## src/decode_pkg.sv

```systemverilog
// --------------------------------------------------
// RV32I decoder shared definitions
// Opcodes, opcode classes, ALU and write-back codes,
// store masks and the instruction format union
// --------------------------------------------------
package decode_pkg;

    localparam int XLEN = 32;

    // Standard RV32I major opcodes
    localparam logic [6:0] OPC_R      = 7'b0110011;
    localparam logic [6:0] OPC_I      = 7'b0010011;
    localparam logic [6:0] OPC_LOAD   = 7'b0000011;
    localparam logic [6:0] OPC_STORE  = 7'b0100011;
    localparam logic [6:0] OPC_BRANCH = 7'b1100011;
    localparam logic [6:0] OPC_JAL    = 7'b1101111;
    localparam logic [6:0] OPC_JALR   = 7'b1100111;
    localparam logic [6:0] OPC_LUI    = 7'b0110111;
    localparam logic [6:0] OPC_AUIPC  = 7'b0010111;

    // Opcode classes handed from stage 1 to stage 2
    localparam logic [3:0] CLS_R      = 4'd0;
    localparam logic [3:0] CLS_I      = 4'd1;
    localparam logic [3:0] CLS_LOAD   = 4'd2;
    localparam logic [3:0] CLS_STORE  = 4'd3;
    localparam logic [3:0] CLS_BRANCH = 4'd4;
    localparam logic [3:0] CLS_JAL    = 4'd5;
    localparam logic [3:0] CLS_JALR   = 4'd6;
    localparam logic [3:0] CLS_LUI    = 4'd7;
    localparam logic [3:0] CLS_AUIPC  = 4'd8;
    localparam logic [3:0] CLS_NONE   = 4'd15;

    // funct3 values that need special handling
    localparam logic [2:0] F3_ADD_SUB = 3'b000;
    localparam logic [2:0] F3_SRL_SRA = 3'b101;
    localparam logic [2:0] F3_SB      = 3'b000;
    localparam logic [2:0] F3_SH      = 3'b001;
    localparam logic [2:0] F3_SW      = 3'b010;

    // ALU operation is {bit30 qualifier, funct3}
    localparam logic [3:0] ALU_ADD    = 4'b0000;
    localparam logic [3:0] ALU_PASS_B = 4'b1111;   // LUI passes the immediate

    localparam logic [1:0] WB_ALU = 2'd0;
    localparam logic [1:0] WB_MEM = 2'd1;
    localparam logic [1:0] WB_PC4 = 2'd2;

    localparam logic [3:0] MASK_NONE = 4'b0000;
    localparam logic [3:0] MASK_BYTE = 4'b0001;
    localparam logic [3:0] MASK_HALF = 4'b0011;
    localparam logic [3:0] MASK_WORD = 4'b1111;

    // One instruction word, six format views
    typedef union packed {
        struct packed {
            logic [6:0] funct7;
            logic [4:0] rs2;
            logic [4:0] rs1;
            logic [2:0] funct3;
            logic [4:0] rd;
            logic [6:0] opcode;
        } r;
        struct packed {
            logic [11:0] imm;
            logic [4:0]  rs1;
            logic [2:0]  funct3;
            logic [4:0]  rd;
            logic [6:0]  opcode;
        } i;
        struct packed {
            logic [6:0] imm_hi;
            logic [4:0] rs2;
            logic [4:0] rs1;
            logic [2:0] funct3;
            logic [4:0] imm_lo;
            logic [6:0] opcode;
        } s;
        struct packed {
            logic       imm_12;
            logic [5:0] imm_10_5;
            logic [4:0] rs2;
            logic [4:0] rs1;
            logic [2:0] funct3;
            logic [3:0] imm_4_1;
            logic       imm_11;
            logic [6:0] opcode;
        } b;
        struct packed {
            logic [19:0] imm;
            logic [4:0]  rd;
            logic [6:0]  opcode;
        } u;
        struct packed {
            logic       imm_20;
            logic [9:0] imm_10_1;
            logic       imm_11;
            logic [7:0] imm_19_12;
            logic [4:0] rd;
            logic [6:0] opcode;
        } j;
    } instr_u;

endpackage

```

## src/control_decode.sv

```systemverilog
// --------------------------------------------------
// Decoder stage 2
// Maps the opcode class and function bits to the
// registered datapath control bundle
// --------------------------------------------------
`timescale 1ns/1ps

module control_decode
(
    input  logic                          clk,
    input  logic                          rst_n,

    input  logic                          s1_valid,
    input  logic [3:0]                    s1_class,
    input  logic [2:0]                    s1_funct3,
    input  logic                          s1_bit30,
    input  logic [decode_pkg::XLEN-1:0]   s1_imm,
    output logic                          s1_ready,

    output logic                          out_valid,
    output logic                          alu_imm_select,
    output logic                          alu_pc_select,
    output logic [3:0]                    alu_op,
    output logic                          rf_w_en,
    output logic [1:0]                    rf_w_select,
    output logic [3:0]                    store_mask,
    output logic                          branch,
    output logic                          jump,
    output logic [decode_pkg::XLEN-1:0]   imm,
    input  logic                          out_ready
);

    import decode_pkg::*;

    logic       next_imm_select;
    logic       next_pc_select;
    logic [3:0] next_alu_op;
    logic       next_rf_w_en;
    logic [1:0] next_rf_w_select;
    logic [3:0] next_store_mask;
    logic       next_branch;
    logic       next_jump;

    assign s1_ready = ~out_valid | out_ready;

    always_comb
    begin
        next_imm_select  = 1'b1;
        next_pc_select   = 1'b0;
        next_alu_op      = ALU_ADD;
        next_rf_w_en     = 1'b0;
        next_rf_w_select = WB_ALU;
        next_store_mask  = MASK_NONE;
        next_branch      = 1'b0;
        next_jump        = 1'b0;

        case (s1_class)
            CLS_R:
            begin
                next_imm_select = 1'b0;
                next_alu_op     = {s1_bit30 & ((s1_funct3 == F3_ADD_SUB) ||
                                               (s1_funct3 == F3_SRL_SRA)), s1_funct3};
                next_rf_w_en    = 1'b1;
            end
            CLS_I:
            begin
                // Bit 30 is immediate data except for SRAI
                next_alu_op  = {s1_bit30 & (s1_funct3 == F3_SRL_SRA), s1_funct3};
                next_rf_w_en = 1'b1;
            end
            CLS_LOAD:
            begin
                next_rf_w_en     = 1'b1;
                next_rf_w_select = WB_MEM;
            end
            CLS_STORE:
            begin
                case (s1_funct3)
                    F3_SB:   next_store_mask = MASK_BYTE;
                    F3_SH:   next_store_mask = MASK_HALF;
                    F3_SW:   next_store_mask = MASK_WORD;
                    default: next_store_mask = MASK_NONE;
                endcase
            end
            CLS_BRANCH:
            begin
                next_imm_select = 1'b0;
                next_pc_select  = 1'b1;
                next_alu_op     = {1'b0, s1_funct3};   // Compare code
                next_branch     = 1'b1;
            end
            CLS_JAL:
            begin
                next_pc_select   = 1'b1;
                next_rf_w_en     = 1'b1;
                next_rf_w_select = WB_PC4;
                next_jump        = 1'b1;
            end
            CLS_JALR:
            begin
                next_rf_w_en     = 1'b1;
                next_rf_w_select = WB_PC4;
                next_jump        = 1'b1;
            end
            CLS_LUI:
            begin
                next_alu_op  = ALU_PASS_B;
                next_rf_w_en = 1'b1;
            end
            CLS_AUIPC:
            begin
                next_pc_select = 1'b1;
                next_rf_w_en   = 1'b1;
            end
            default:
            begin
                next_imm_select = 1'b0;   // Unknown opcode, nothing enabled
            end
        endcase
    end

    always_ff @(posedge clk)
    begin
        if (!rst_n)
            out_valid <= 1'b0;
        else if (s1_ready)
            out_valid <= s1_valid;
    end

    // Bundle holds while the output is stalled
    always_ff @(posedge clk)
    begin
        if (s1_valid && s1_ready)
        begin
            alu_imm_select <= next_imm_select;
            alu_pc_select  <= next_pc_select;
            alu_op         <= next_alu_op;
            rf_w_en        <= next_rf_w_en;
            rf_w_select    <= next_rf_w_select;
            store_mask     <= next_store_mask;
            branch         <= next_branch;
            jump           <= next_jump;
            imm            <= s1_imm;
        end
    end

endmodule

```

## src/decoder_top.sv

```systemverilog
// --------------------------------------------------
// Pipelined RV32I instruction decoder
// Field stage followed by the control stage
// --------------------------------------------------
`timescale 1ns/1ps

module decoder_top
(
    input  logic                          clk,
    input  logic                          rst_n,

    input  logic                          in_valid,
    input  logic [decode_pkg::XLEN-1:0]   in_instr,
    output logic                          in_ready,

    output logic                          out_valid,
    output logic                          alu_imm_select,
    output logic                          alu_pc_select,
    output logic [3:0]                    alu_op,
    output logic                          rf_w_en,
    output logic [1:0]                    rf_w_select,
    output logic [3:0]                    store_mask,
    output logic                          branch,
    output logic                          jump,
    output logic [decode_pkg::XLEN-1:0]   imm,
    input  logic                          out_ready
);

    import decode_pkg::*;

    logic            s1_valid;
    logic            s1_ready;
    logic [3:0]      s1_class;
    logic [2:0]      s1_funct3;
    logic            s1_bit30;
    logic [XLEN-1:0] s1_imm;

    field_decode u_field_decode
    (
        .clk       (clk),
        .rst_n     (rst_n),
        .in_valid  (in_valid),
        .in_instr  (in_instr),
        .in_ready  (in_ready),
        .s1_valid  (s1_valid),
        .s1_class  (s1_class),
        .s1_funct3 (s1_funct3),
        .s1_bit30  (s1_bit30),
        .s1_imm    (s1_imm),
        .s1_ready  (s1_ready)
    );

    control_decode u_control_decode
    (
        .clk            (clk),
        .rst_n          (rst_n),
        .s1_valid       (s1_valid),
        .s1_class       (s1_class),
        .s1_funct3      (s1_funct3),
        .s1_bit30       (s1_bit30),
        .s1_imm         (s1_imm),
        .s1_ready       (s1_ready),
        .out_valid      (out_valid),
        .alu_imm_select (alu_imm_select),
        .alu_pc_select  (alu_pc_select),
        .alu_op         (alu_op),
        .rf_w_en        (rf_w_en),
        .rf_w_select    (rf_w_select),
        .store_mask     (store_mask),
        .branch         (branch),
        .jump           (jump),
        .imm            (imm),
        .out_ready      (out_ready)
    );

endmodule

```

## src/field_decode.sv

```systemverilog
// --------------------------------------------------
// Decoder stage 1
// Accepts an instruction, classifies its opcode and
// registers funct3, bit 30 and the extended immediate
// --------------------------------------------------
`timescale 1ns/1ps

module field_decode
(
    input  logic                          clk,
    input  logic                          rst_n,

    input  logic                          in_valid,
    input  decode_pkg::instr_u            in_instr,
    output logic                          in_ready,

    output logic                          s1_valid,
    output logic [3:0]                    s1_class,
    output logic [2:0]                    s1_funct3,
    output logic                          s1_bit30,
    output logic [decode_pkg::XLEN-1:0]   s1_imm,
    input  logic                          s1_ready
);

    import decode_pkg::*;

    logic [3:0]      instr_class;
    logic [XLEN-1:0] instr_imm;

    // Empty stage or draining stage can take a new word
    assign in_ready = ~s1_valid | s1_ready;

    always_comb
    begin
        case (in_instr.r.opcode)
            OPC_R:      instr_class = CLS_R;
            OPC_I:      instr_class = CLS_I;
            OPC_LOAD:   instr_class = CLS_LOAD;
            OPC_STORE:  instr_class = CLS_STORE;
            OPC_BRANCH: instr_class = CLS_BRANCH;
            OPC_JAL:    instr_class = CLS_JAL;
            OPC_JALR:   instr_class = CLS_JALR;
            OPC_LUI:    instr_class = CLS_LUI;
            OPC_AUIPC:  instr_class = CLS_AUIPC;
            default:    instr_class = CLS_NONE;   // FENCE, SYSTEM and the rest
        endcase
    end

    always_comb
    begin
        case (instr_class)
            CLS_I, CLS_LOAD, CLS_JALR:
            begin
                instr_imm = {{20{in_instr.i.imm[11]}}, in_instr.i.imm};
            end
            CLS_STORE:
            begin
                instr_imm = {{20{in_instr.s.imm_hi[6]}},
                             in_instr.s.imm_hi,
                             in_instr.s.imm_lo};
            end
            CLS_BRANCH:
            begin
                instr_imm = {{19{in_instr.b.imm_12}},
                             in_instr.b.imm_12,
                             in_instr.b.imm_11,
                             in_instr.b.imm_10_5,
                             in_instr.b.imm_4_1,
                             1'b0};
            end
            CLS_LUI, CLS_AUIPC:
            begin
                instr_imm = {in_instr.u.imm, 12'b0};
            end
            CLS_JAL:
            begin
                instr_imm = {{11{in_instr.j.imm_20}},
                             in_instr.j.imm_20,
                             in_instr.j.imm_19_12,
                             in_instr.j.imm_11,
                             in_instr.j.imm_10_1,
                             1'b0};
            end
            default:
            begin
                instr_imm = '0;   // R-type has no immediate
            end
        endcase
    end

    always_ff @(posedge clk)
    begin
        if (!rst_n)
            s1_valid <= 1'b0;
        else if (in_ready)
            s1_valid <= in_valid;
    end

    // Payload loads on the input handshake only
    always_ff @(posedge clk)
    begin
        if (in_valid && in_ready)
        begin
            s1_class  <= instr_class;
            s1_funct3 <= in_instr.r.funct3;
            s1_bit30  <= in_instr.r.funct7[5];
            s1_imm    <= instr_imm;
        end
    end

endmodule

```

## config.mk

```make
export PLATFORM = sky130hd
export DESIGN_NAME = decoder_top
export DESIGN_NICKNAME = d
export VERILOG_FILES = /design/src/decode_pkg.sv /design/src/control_decode.sv /design/src/decoder_top.sv /design/src/field_decode.sv
export SDC_FILE = /design/constraint.sdc
export NUM_CORES = 1
export LEC_CHECK = 0
export ABC_AREA = 1
export BUFFER_PORTS_ARGS = -buffer_cell sky130_fd_sc_hd__buf_2
export CAP_MARGIN = 15
export CORE_ASPECT_RATIO = 1.25
export CORE_MARGIN = 2
export CORE_UTILIZATION = 40
export DETAILED_ROUTE_END_ITERATION = 10
export MAX_ROUTING_LAYER = met4
export PLACE_DENSITY = 0.73
export SYNTH_ARGS = -nofsm -noshare
export SYNTH_HDL_FRONTEND = slang
export SYNTH_SLANG_ARGS = --single-unit
```

## constraint.sdc

```tcl
create_clock -name clk -period 3.95 [get_ports clk]
set_input_delay 0.5925 -clock clk [delete_from_list [all_inputs] [get_ports clk]]
set_output_delay 0.5925 -clock clk [all_outputs]
set_load 0.02 [all_outputs]
```

==> results.md, run 1 <==
* Via count at 2280
* Largest family of logic cells by synthesized area: simple AND/OR/NAND/NOR gates
* CTS Buffer Depth at 2
* Ys Warns at 0
* R2r setup slk at 2.53 ns
* Gpl congestion at 0.858
* Synth area leader: edfxtp_1
* Hold WS at 0.420 ns
* CP Launch Type: input pin
* Total global routing overflow at 0
* R2R cell count at 4
* VDD IR max at 0.197 mV
* Largest net degree at the start of global routing at 47
* Pwr dens at 441 mW/mm²
* Post-DRT Antenna Nets at 0
* Top-count cell post-synth: edfxtp_1
* Mean Syn Cell Area at 12.9 µm²
* Slew @ Worst Pin at 0.551 ns
* IO Pins at 85
* Antenna Cells at 0
* Synth Register Bits at 88
* Post-Synth Adder-Cell Area at 0
* Detail Placement HPWL at 4610 µm
* Slew Viols, Final at 0
* Hold Vio Cnt, Final at 0
* Hold_sp: u_field_decode.s1_imm[28]$_DFFE_PP_
* Mean routed wirelength per cell at 12.5 µm
* Cts repair resizes at 0
* Post-synthesis simple-gate area fraction at 0.179
* Max-cap check violation count at 0
* Min Tclk post-route at 1.73 ns
* Initial core utilization at 0.411
* Final TNS setup at 0 ns
* Synthesized area at 0.00358 mm²
* Die extent in x at 88.6 µm
* Area contributors post-synth: edfxtp_1 72%, nand2_1 6.0%, nand3_1 4.9%
* EDFF count, synth at 86
* XOR/XNOR Fraction of Synth Area at 0
* Crit Path Category: in2reg
* RSZ-0062 raised after global routing: no
* CTS Sinks at 88
* Fin crit share at 0.438
* Worst hold path class: reg2reg
* Row cnt at 38
* Vias in the first global route at 2116
* Initial antenna violation count at 0
* First-pass GRT wire length at 9520 µm
* Commonest cells in the netlist: 86 x edfxtp_1, 57 x nand2_1, 35 x nand3_1
* Seq/Total Area, Yosys at 0.733
* Initial DRC count at 111
* CP Capture Type: register
* CTS Root Cell: clkbuf_8
* CTS Hold Buffers Added at 0
* Place WS at 1.88 ns
* Hold Path End: u_control_decode.imm[28]$_DFFE_PP_
* Ys async rst share at 0
* Vias per Instance at 4.64
* Core ar. at 0.00870 mm²
* P_leak at 0.00191 µW
* Main flop type after synthesis: edfxtp_1
* Utilization after layout at 0.498
* Post-synth top area share at 0.722
* Proportion of layout cells with a drive suffix above 1 at 0.318
* Post-Syn Nets at 314
* Post-synthesis compound-gate area fraction at 0.0434
* Port Buffers at 84
* Layout area overhead at 21.2%
* Final net count at 404
* Die Span Y at 110 µm
* GRT Overall Usage at 0.136
* Num CTS Buffers at 9
* Setup bufs post-CTS at 0
* Drt total wl at 6160 µm
* Rel. slew slack at 0.632
* DRC Markers at 0
* # setup viols final at 0
* FMAX at 0.577 GHz
* RR Endpoint: u_field_decode.s1_imm[23]$_DFFE_PP_
* Final std cells w/o fill at 491
* H-Tree Depth at 3
* Die area at 0.00972 mm²
* Status: completed
* Worst R2R Start: u_control_decode.out_valid$_SDFFE_PN0P_
* CP required at 4.02 ns
* CTS tree: built
* Distinct cell type count after synthesis at 25
* Clk slew on worst S/H paths at 0.08 ns
* Worst setup margin at 2.22 ns
* Synth Instances at 278
* Clk Latency, worst-skew pair at 0.34 ns
* Critical Path AT at 1.81 ns
* CP Max Fanout at 20
* WHS Path Cells at 0
* Pre-antenna DRT Iters at 4
* Clk_skew at 0.00440 ns
* Dpl cells at 477
* Mux cell area share after synthesis at 0
[cells by family after synthesis]
kind of cell / Yosys count
and+or+nand+nor: 132
AOI/OAI and AO/OA: 27
buffers and inverters: 31
DFF: 88
[state kept, by name, summed over array words and instances (netlist names)]
signal and flops:
u_control_decode.imm 32, u_control_decode.rf_w_en 1, u_control_decode.out_valid 1, u_field_decode.s1_class 4, u_control_decode.rf_w_select 2, u_field_decode.s1_bit30 1, u_control_decode.store_mask 3, u_control_decode.alu_imm_select 1
u_control_decode.branch 1, u_field_decode.s1_funct3 3, u_field_decode.s1_valid 1, u_control_decode.alu_op 4, u_control_decode.jump 1, u_control_decode.alu_pc_select 1, u_field_decode.s1_imm 32
[power breakdown]
part           internal [µW]  switching (µW)  leakage [µW]
Combinational           38.4            86.0      0.000927
Sequential              1070            13.1      0.000866
Clock                    415             288      0.000112
[layout make-up]
type,count,area [µm²]
fill,766,4370
sequential,88,2620
multi-input combinational,159,806
timing repair buffer,86,435
tap,120,150
clock buffer,9,124
clock inverter,5,106
inverter,24,90.1
[cell usage in the layout, fill, tap and decap left out, types with 3 or more instances in the layout]
cell type / Yosys / routed
edfxtp_1: 86 / 86
buf_2: 1 / 84
nand2_1: 57 / 57
nand3_1: 35 / 35
inv_1: 23 / 23
nor2_1: 16 / 16
a21oi_1: 10 / 9
clkbuf_8: 0 / 9
o21ai_0: 7 / 7
nand2_2: 6 / 6
o21a_1: 6 / 6
nor3_1: 5 / 5
nand3_2: 4 / 4
bufinv_16: 0 / 3
[metrics by stage]
stage | power [µW] | area [µm²]
after floorplan | 1170 | 3580
after global placement | 1230 | 4100
after detailed placement | 1230 | 4100
after CTS | 1930 | 4330
after global routing | 1980 | 4330
final | 1910 | 4330
[per-layer routing]
layer  wire (µm)  GRT usage  share of wire
met3         263     0.0248          0.043
met2        3190      0.235           0.52
met1        2580      0.151           0.42
met5           0          -              0
met4         120     0.0682          0.019
[worst max-delay path, cell delays in order]
cell     delay [ns]
buf_2          0.09
nand2_1        0.14
nor2_4         0.11
nand2_1        0.12
nand3_2        0.22
nand2_2        0.39
nand3_1        0.14
[worst max path at each step]
stage | from | endpoint | slack, ns | depth (start not counted)
after floorplan | out_ready | u_control_decode.alu_imm_select$_DFFE_PP_ | 0.60 | 2
after global placement | in_instr[1] | u_field_decode.s1_imm[12]$_DFFE_PP_ | 1.96 | 7
after detailed placement | in_instr[1] | u_field_decode.s1_imm[14]$_DFFE_PP_ | 1.88 | 7
after CTS | in_instr[1] | u_field_decode.s1_imm[14]$_DFFE_PP_ | 2.25 | 7
after global routing | in_instr[1] | u_field_decode.s1_imm[30]$_DFFE_PP_ | 2.11 | 7
final | in_instr[1] | u_field_decode.s1_imm[14]$_DFFE_PP_ | 2.22 | 7
Power figures use the tool's default switching activity.
==> inputs of run 2 (changes only) <==
--- a/config.mk
+++ b/config.mk
@@ -5,7 +5,7 @@
 export SDC_FILE = /design/constraint.sdc
 export NUM_CORES = 1
 export LEC_CHECK = 0
-export ABC_AREA = 1
+export ABC_AREA = 0
 export BUFFER_PORTS_ARGS = -buffer_cell sky130_fd_sc_hd__buf_2
 export CAP_MARGIN = 15
 export CORE_ASPECT_RATIO = 1.25
@@ -13,7 +13,7 @@
 export CORE_UTILIZATION = 40
 export DETAILED_ROUTE_END_ITERATION = 10
 export MAX_ROUTING_LAYER = met4
-export PLACE_DENSITY = 0.73
+export PLACE_DENSITY = 0.74
 export SYNTH_ARGS = -nofsm -noshare
 export SYNTH_HDL_FRONTEND = slang
 export SYNTH_SLANG_ARGS = --single-unit
==> constraint.sdc (replaced) <==
create_clock -name clk -period 1.65 [get_ports clk]
set_input_delay 0.2475 -clock clk [delete_from_list [all_inputs] [get_ports clk]]
set_output_delay 0.2475 -clock clk [all_outputs]
set_load 0.02 [all_outputs]
==> run 2 against run 1 <==
Via count fell by 8.1%. Critical path type is now reg2reg. Combinational power rose to 2.9 times the previous value. Cell count fell by 11%. Total power rose by 130%. Clock skew rose by 0.0028 ns. Sequential power rose by 140%. Worst setup slack got worse by 2.0 ns. Hold slack got worse by 0.33 ns. Sequential cell count did not move. Wire length fell by 1.6%. First-iteration DRC count rose by 8.1%. Sequential share of layout area rose by 1.0 points.
==> results.md, run 2 <==
* Status: completed
* IO Pins at 85
* Slew @ Worst Pin at 0.540 ns
* DRC Markers at 0
* CP Launch Type: register
* Core ar. at 0.00865 mm²
* # setup viols final at 0
* Hold WS at 0.0864 ns
* Cts repair resizes at 0
* Crit Path Category: reg2reg
* Synthesized area at 0.00354 mm²
* Initial antenna violation count at 0
* Place WS at 0.0286 ns
* P_leak at 0.00171 µW
* Die extent in x at 88.1 µm
* CTS Hold Buffers Added at 0
* Pwr dens at 1010 mW/mm²
* Ys async rst share at 0
* H-Tree Depth at 3
* Pre-antenna DRT Iters at 4
* Initial core utilization at 0.409
* GRT Overall Usage at 0.131
* CP Max Fanout at 4
* Drt total wl at 6060 µm
* Commonest non-fill, non-tap cell in the layout: edfxtp_1
* Top flop regs: u_control_decode.imm (32), u_field_decode.s1_imm (32)
* Largest net degree at the start of global routing at 47
* Top-count cell post-synth: edfxtp_1
* Overall Power at 4320 µW
* Rel. slew slack at 0.640
* Synth area leader: edfxtp_1
* Max-cap check violation count at 0
* Clk Latency, worst-skew pair at 0.35 ns
* Die Span Y at 109 µm
* Mean routed wirelength per cell at 13.9 µm
* Vias in the first global route at 1838
* CTS tree: built
* Die area at 0.00961 mm²
* Initial DRC count at 120
* Row cnt at 38
* Hold Vio Cnt, Final at 0
* Antenna Cells at 0
* Post-Syn Nets at 261
* RSZ-0062 raised after global routing: no
* Mean Syn Cell Area at 15.7 µm²
* Ys Warns at 0
* VDD IR max at 0.345 mV
* Gpl congestion at 0.888
* Port Buffers at 84
* Post-synth top area share at 0.730
* Post-DRT Antenna Nets at 0
* FMAX at 0.708 GHz
* Setup bufs post-CTS at 0
* Slew Viols, Final at 0
* Cell area after layout at 0.00426 mm²
* Layout area overhead at 20.5%
* Vias per Instance at 4.79
* CP required at 1.85 ns
* First-pass GRT wire length at 8890 µm
* Clk_skew at 0.00717 ns
* CTS Buffer Depth at 2
* Clk slew on worst S/H paths at 0.08 ns
* Worst setup margin at 0.237 ns
* EDFF count, synth at 86
* CTS Root Cell: clkbuf_8
* Most frequent cells in the layout: 86 x edfxtp_1, 84 x buf_2, 19 x a21o_1, 17 x nand2_1, 14 x a21oi_1
* CP Capture Type: register
* Detail Placement HPWL at 4430 µm
* Placed cell area at 0.00408 mm²
* Area contributors post-synth: edfxtp_1 73%, a21o_1 4.0%, a21oi_1 2.0%
* Final TNS setup at 0 ns
* Fin crit share at 0.857
* Num CTS Buffers at 9
* Commonest cells in the netlist: 86 x edfxtp_1, 19 x a21o_1, 17 x nand2_1
* Fillers at 791
* Worst hold path class: in2reg
* Synth Register Bits at 88
* Synth Instances at 225
* CTS Sinks at 88
* Footprint of the multi-input gates at 837 µm²
* Main flop type after synthesis: edfxtp_1
* Final net count at 349
* Register area at 0.00262 mm²
* Distinct cell type count after synthesis at 43
* Seq/Total Area, Yosys at 0.742
* Min Tclk post-route at 1.41 ns
* Proportion of layout cells with a drive suffix above 1 at 0.379
* Critical Path AT at 1.62 ns
* Total global routing overflow at 0
* Via count at 2095
## run 2: area by class of cell
class | instances | share of cell area
flip-flops and latches | 88 | 0.615
multi-input cells | 124 | 0.196
clock buffers | 11 | 0.0308
inverters | 1 | 0.000881
clock inverters | 4 | 0.0109
repair buffers | 89 | 0.110
well taps | 120 | 0.0352
## run 2: kinds of logic after synthesis
kind of cell           count (synthesis)  synth area share
AND/OR/NAND/NOR                       63             0.109
AO/OA/AOI/OAI                         57             0.113
flip-flops                            88             0.742
XOR/XNOR                               3           0.00743
multiplexers                           1           0.00318
buffers and inverters                 13            0.0265
## run 2: worst max-delay path, cell delays in order (launching register included)
cell and delay [ns]:
edfxtp_1 0.44, nor3_1 0.21, a21oi_1 0.05, or4_1 0.41
a21oi_1 0.16
## run 2: final timing paths
kind                                          from                               endpoint  slack [ns]  depth (start not counted)
min reg2reg    u_field_decode.s1_imm[18]$_DFFE_PP_     u_control_decode.imm[18]$_DFFE_PP_        0.42                          0
max          u_field_decode.s1_funct3[2]$_DFFE_PP_   u_control_decode.alu_op[3]$_DFFE_PP_        0.24                          4
min                                   in_instr[13]  u_field_decode.s1_funct3[1]$_DFFE_PP_        0.09                          1
max reg2reg  u_field_decode.s1_funct3[2]$_DFFE_PP_   u_control_decode.alu_op[3]$_DFFE_PP_        0.24                          4
## run 2: where the power goes
group	internal (µW)	leakage, µW	total [µW]	switching (µW)
Clock	685	0.0000868	1360	676
Sequential	2570	0.000842	2600	33.0
Combinational	126	0.000782	358	232
Total	3380	0.00171	4320	941
## run 2: metrics by stage
stage / std cells / util
6_report: 437 / 0.492
2_1_floorplan: 225 / -
5_1_grt: 437 / 0.492
4_1_cts: 437 / 0.492
3_3_place_gp: 422 / 0.472
3_5_place_dp: 422 / 0.472
## run 2: per-layer routing
layer / vias to the layer above / global-route usage / wire [µm]
met5: - / - / 0
met1: 991 / 0.149 / 2370
li1: 1024 / - / -
met4: 0 / 0.0747 / 155
met2: 69 / 0.215 / 3220
met3: 11 / 0.0257 / 311
==> inputs of run 3 (changes only) <==
--- a/config.mk
+++ b/config.mk
@@ -12,6 +12,7 @@
 export CORE_MARGIN = 2
 export CORE_UTILIZATION = 40
 export DETAILED_ROUTE_END_ITERATION = 10
+export HOLD_SLACK_MARGIN = 0.12
 export MAX_ROUTING_LAYER = met4
 export PLACE_DENSITY = 0.74
 export SYNTH_ARGS = -nofsm -noshare
==> run 3 against run 2 <==
Non-clock buffer count up 5. Critical path type unchanged. Final area up 1.2%. Critical endpoint unchanged. Largest cell class unchanged. Cell count up 1.1%. Maximum frequency about the same. Worst setup slack about the same. Hold slack better by 0.075 ns. Via count up 0.24%.
==> results.md, run 3 (synthesis results as in run 2) <==
* Status: completed
* Slew @ Worst Pin at 0.540 ns
* Vias per Instance at 4.75
* Cts repair resizes at 0
* Register area at 0.00262 mm²
* Placed cell area at 0.00408 mm²
* CP Max Fanout at 4
* GRT Overall Usage at 0.133
* Fin crit share at 0.857
* Cell area after layout at 0.00431 mm²
* Clk_skew at 0.00643 ns
* Row cnt at 38
* Pre-antenna DRT Iters at 4
* Post-DRT Antenna Nets at 0
* Max incr delay on CP at 0.44 ns
* # setup viols final at 0
* Commonest non-fill, non-tap cell in the layout: edfxtp_1
* Layout area overhead at 21.9%
* Critical Path AT at 1.62 ns
* First-pass GRT wire length at 9030 µm
* Initial antenna violation count at 0
* Slew Viols, Final at 0
* CP required at 1.85 ns
* Min Tclk post-route at 1.41 ns
* H-Tree Depth at 3
* Port Buffers at 84
* Hold Vio Cnt, Final at 0
* Worst R2R Start: u_field_decode.s1_funct3[2]$_DFFE_PP_
* Max-cap check violation count at 0
* Mean routed wirelength per cell at 13.9 µm
* R2R cell count at 4
* DRC Markers at 0
* Total global routing overflow at 0
* Detail Placement HPWL at 4430 µm
* Crit Path Category: reg2reg
* Setup bufs post-CTS at 0
* Crit path max-delay family: simple AND/OR/NAND/NOR gates
* Num CTS Buffers at 9
* CTS Root Cell: clkbuf_8
* VDD IR max at 0.343 mV
* Most frequent cells in the layout: 86 x edfxtp_1, 84 x buf_2, 19 x a21o_1, 17 x nand2_1, 14 x a21oi_1
* Drt total wl at 6130 µm
* Clk Latency, worst-skew pair at 0.35 ns
* Clk slew on worst S/H paths at 0.08 ns
* CTS Sinks at 88
* Core ar. at 0.00865 mm²
* CTS Buffer Depth at 2
* Critical path origin: u_field_decode.s1_funct3[2]$_DFFE_PP_
* IO Pins at 85
* Pwr dens at 1000 mW/mm²
* Initial DRC count at 127
* Fillers at 787
* Antenna Cells at 0
* Die Span Y at 109 µm
* Die area at 0.00961 mm²
* Worst path most repeated cell: a21oi_1
* Top flop regs: u_control_decode.imm (32), u_field_decode.s1_imm (32)
* CTS Hold Buffers Added at 5
* CP Capture Type: register
* RSZ-0062 raised after global routing: no
* Hold WS at 0.161 ns
* CTS tree: built
* Proportion of layout cells with a drive suffix above 1 at 0.373
* FMAX at 0.707 GHz
* Largest net degree at the start of global routing at 47
* Critical path depth at 4
* P_leak at 0.00173 µW
* Final TNS setup at 0 ns
* Critical Path End: u_control_decode.alu_op[3]$_DFFE_PP_
* Critical path cell sequence: nor3_1 > a21oi_1 > or4_1 > a21oi_1
* Overall Power at 4330 µW
* Dpl cells at 422
* Final std cells w/o fill at 442
* Vias in the first global route at 1851
* Slowest CP cell: edfxtp_1
* Die extent in x at 88.1 µm
* RR Endpoint: u_control_decode.alu_op[3]$_DFFE_PP_
* Gpl congestion at 0.888
* Final net count at 354
* Initial core utilization at 0.409
* CP Launch Type: register
* Rel. slew slack at 0.640
* Via count at 2100
* Buffers & Inverters on Critical Path at 0
* Worst hold path class: in2reg
* R2r setup slk at 0.24 ns
* Footprint of the multi-input gates at 837 µm²
run 3: final cells by class:
type / count / area share
clock buffer: 11 / 0.0305
clock inverter: 4 / 0.0107
inverter: 1 / 0.000871
multi-input combinational: 124 / 0.194
sequential: 88 / 0.608
tap: 120 / 0.0348
timing repair buffer: 94 / 0.121
run 3: power by group:
group	total, µW	internal [µW]	switching [µW]	leakage [µW]
Sequential	2600	2570	33.1	0.000842
Clock	1360	685	672	0.0000868
Combinational	368	134	234	0.000803
Total	4330	3390	939	0.00173
run 3: how the worst min path moves through the flow:
stage                                        startpoint                                   end  slack [ns]  depth (start not counted)
detailed placement   u_field_decode.s1_imm[1]$_DFFE_PP_     u_control_decode.imm[1]$_DFFE_PP_        0.41                          0
global route                                   in_valid  u_field_decode.s1_valid$_SDFFE_PN0N_        0.16                          3
global placement    u_field_decode.s1_imm[17]$_DFFE_PP_    u_control_decode.imm[17]$_DFFE_PP_        0.40                          0
finish                                         in_valid  u_field_decode.s1_valid$_SDFFE_PN0N_        0.16                          3
floorplan                                  in_instr[30]     u_field_decode.s1_bit30$_DFFE_PP_        0.35                          0
CTS                                            in_valid  u_field_decode.s1_valid$_SDFFE_PN0N_        0.15                          3
run 3: per-layer routing:
metal / part of all wire / routed length [µm] / track usage / up-vias
li1: - / - / - / 1034
met1: 0.40 / 2450 / 0.152 / 991
met2: 0.53 / 3220 / 0.218 / 62
met3: 0.045 / 275 / 0.0265 / 13
met4: 0.029 / 177 / 0.0758 / 0
met5: 0 / 0 / - / -
run 3: worst register-to-register path: cells and delay by family (launching register included):
kind	cells	cell delay [ns]
AND/OR/NAND/NOR	2	0.62
flip-flops	1	0.44
AO/OA/AOI/OAI	2	0.21
run 3: through the flow:
stage,worst slack [ns],utilization
3_5_place_dp,0.0286,0.472
2_1_floorplan,0.0198,-
3_3_place_gp,0.110,0.472
5_1_grt,0.0778,0.498
4_1_cts,0.239,0.498
6_report,0.236,0.498
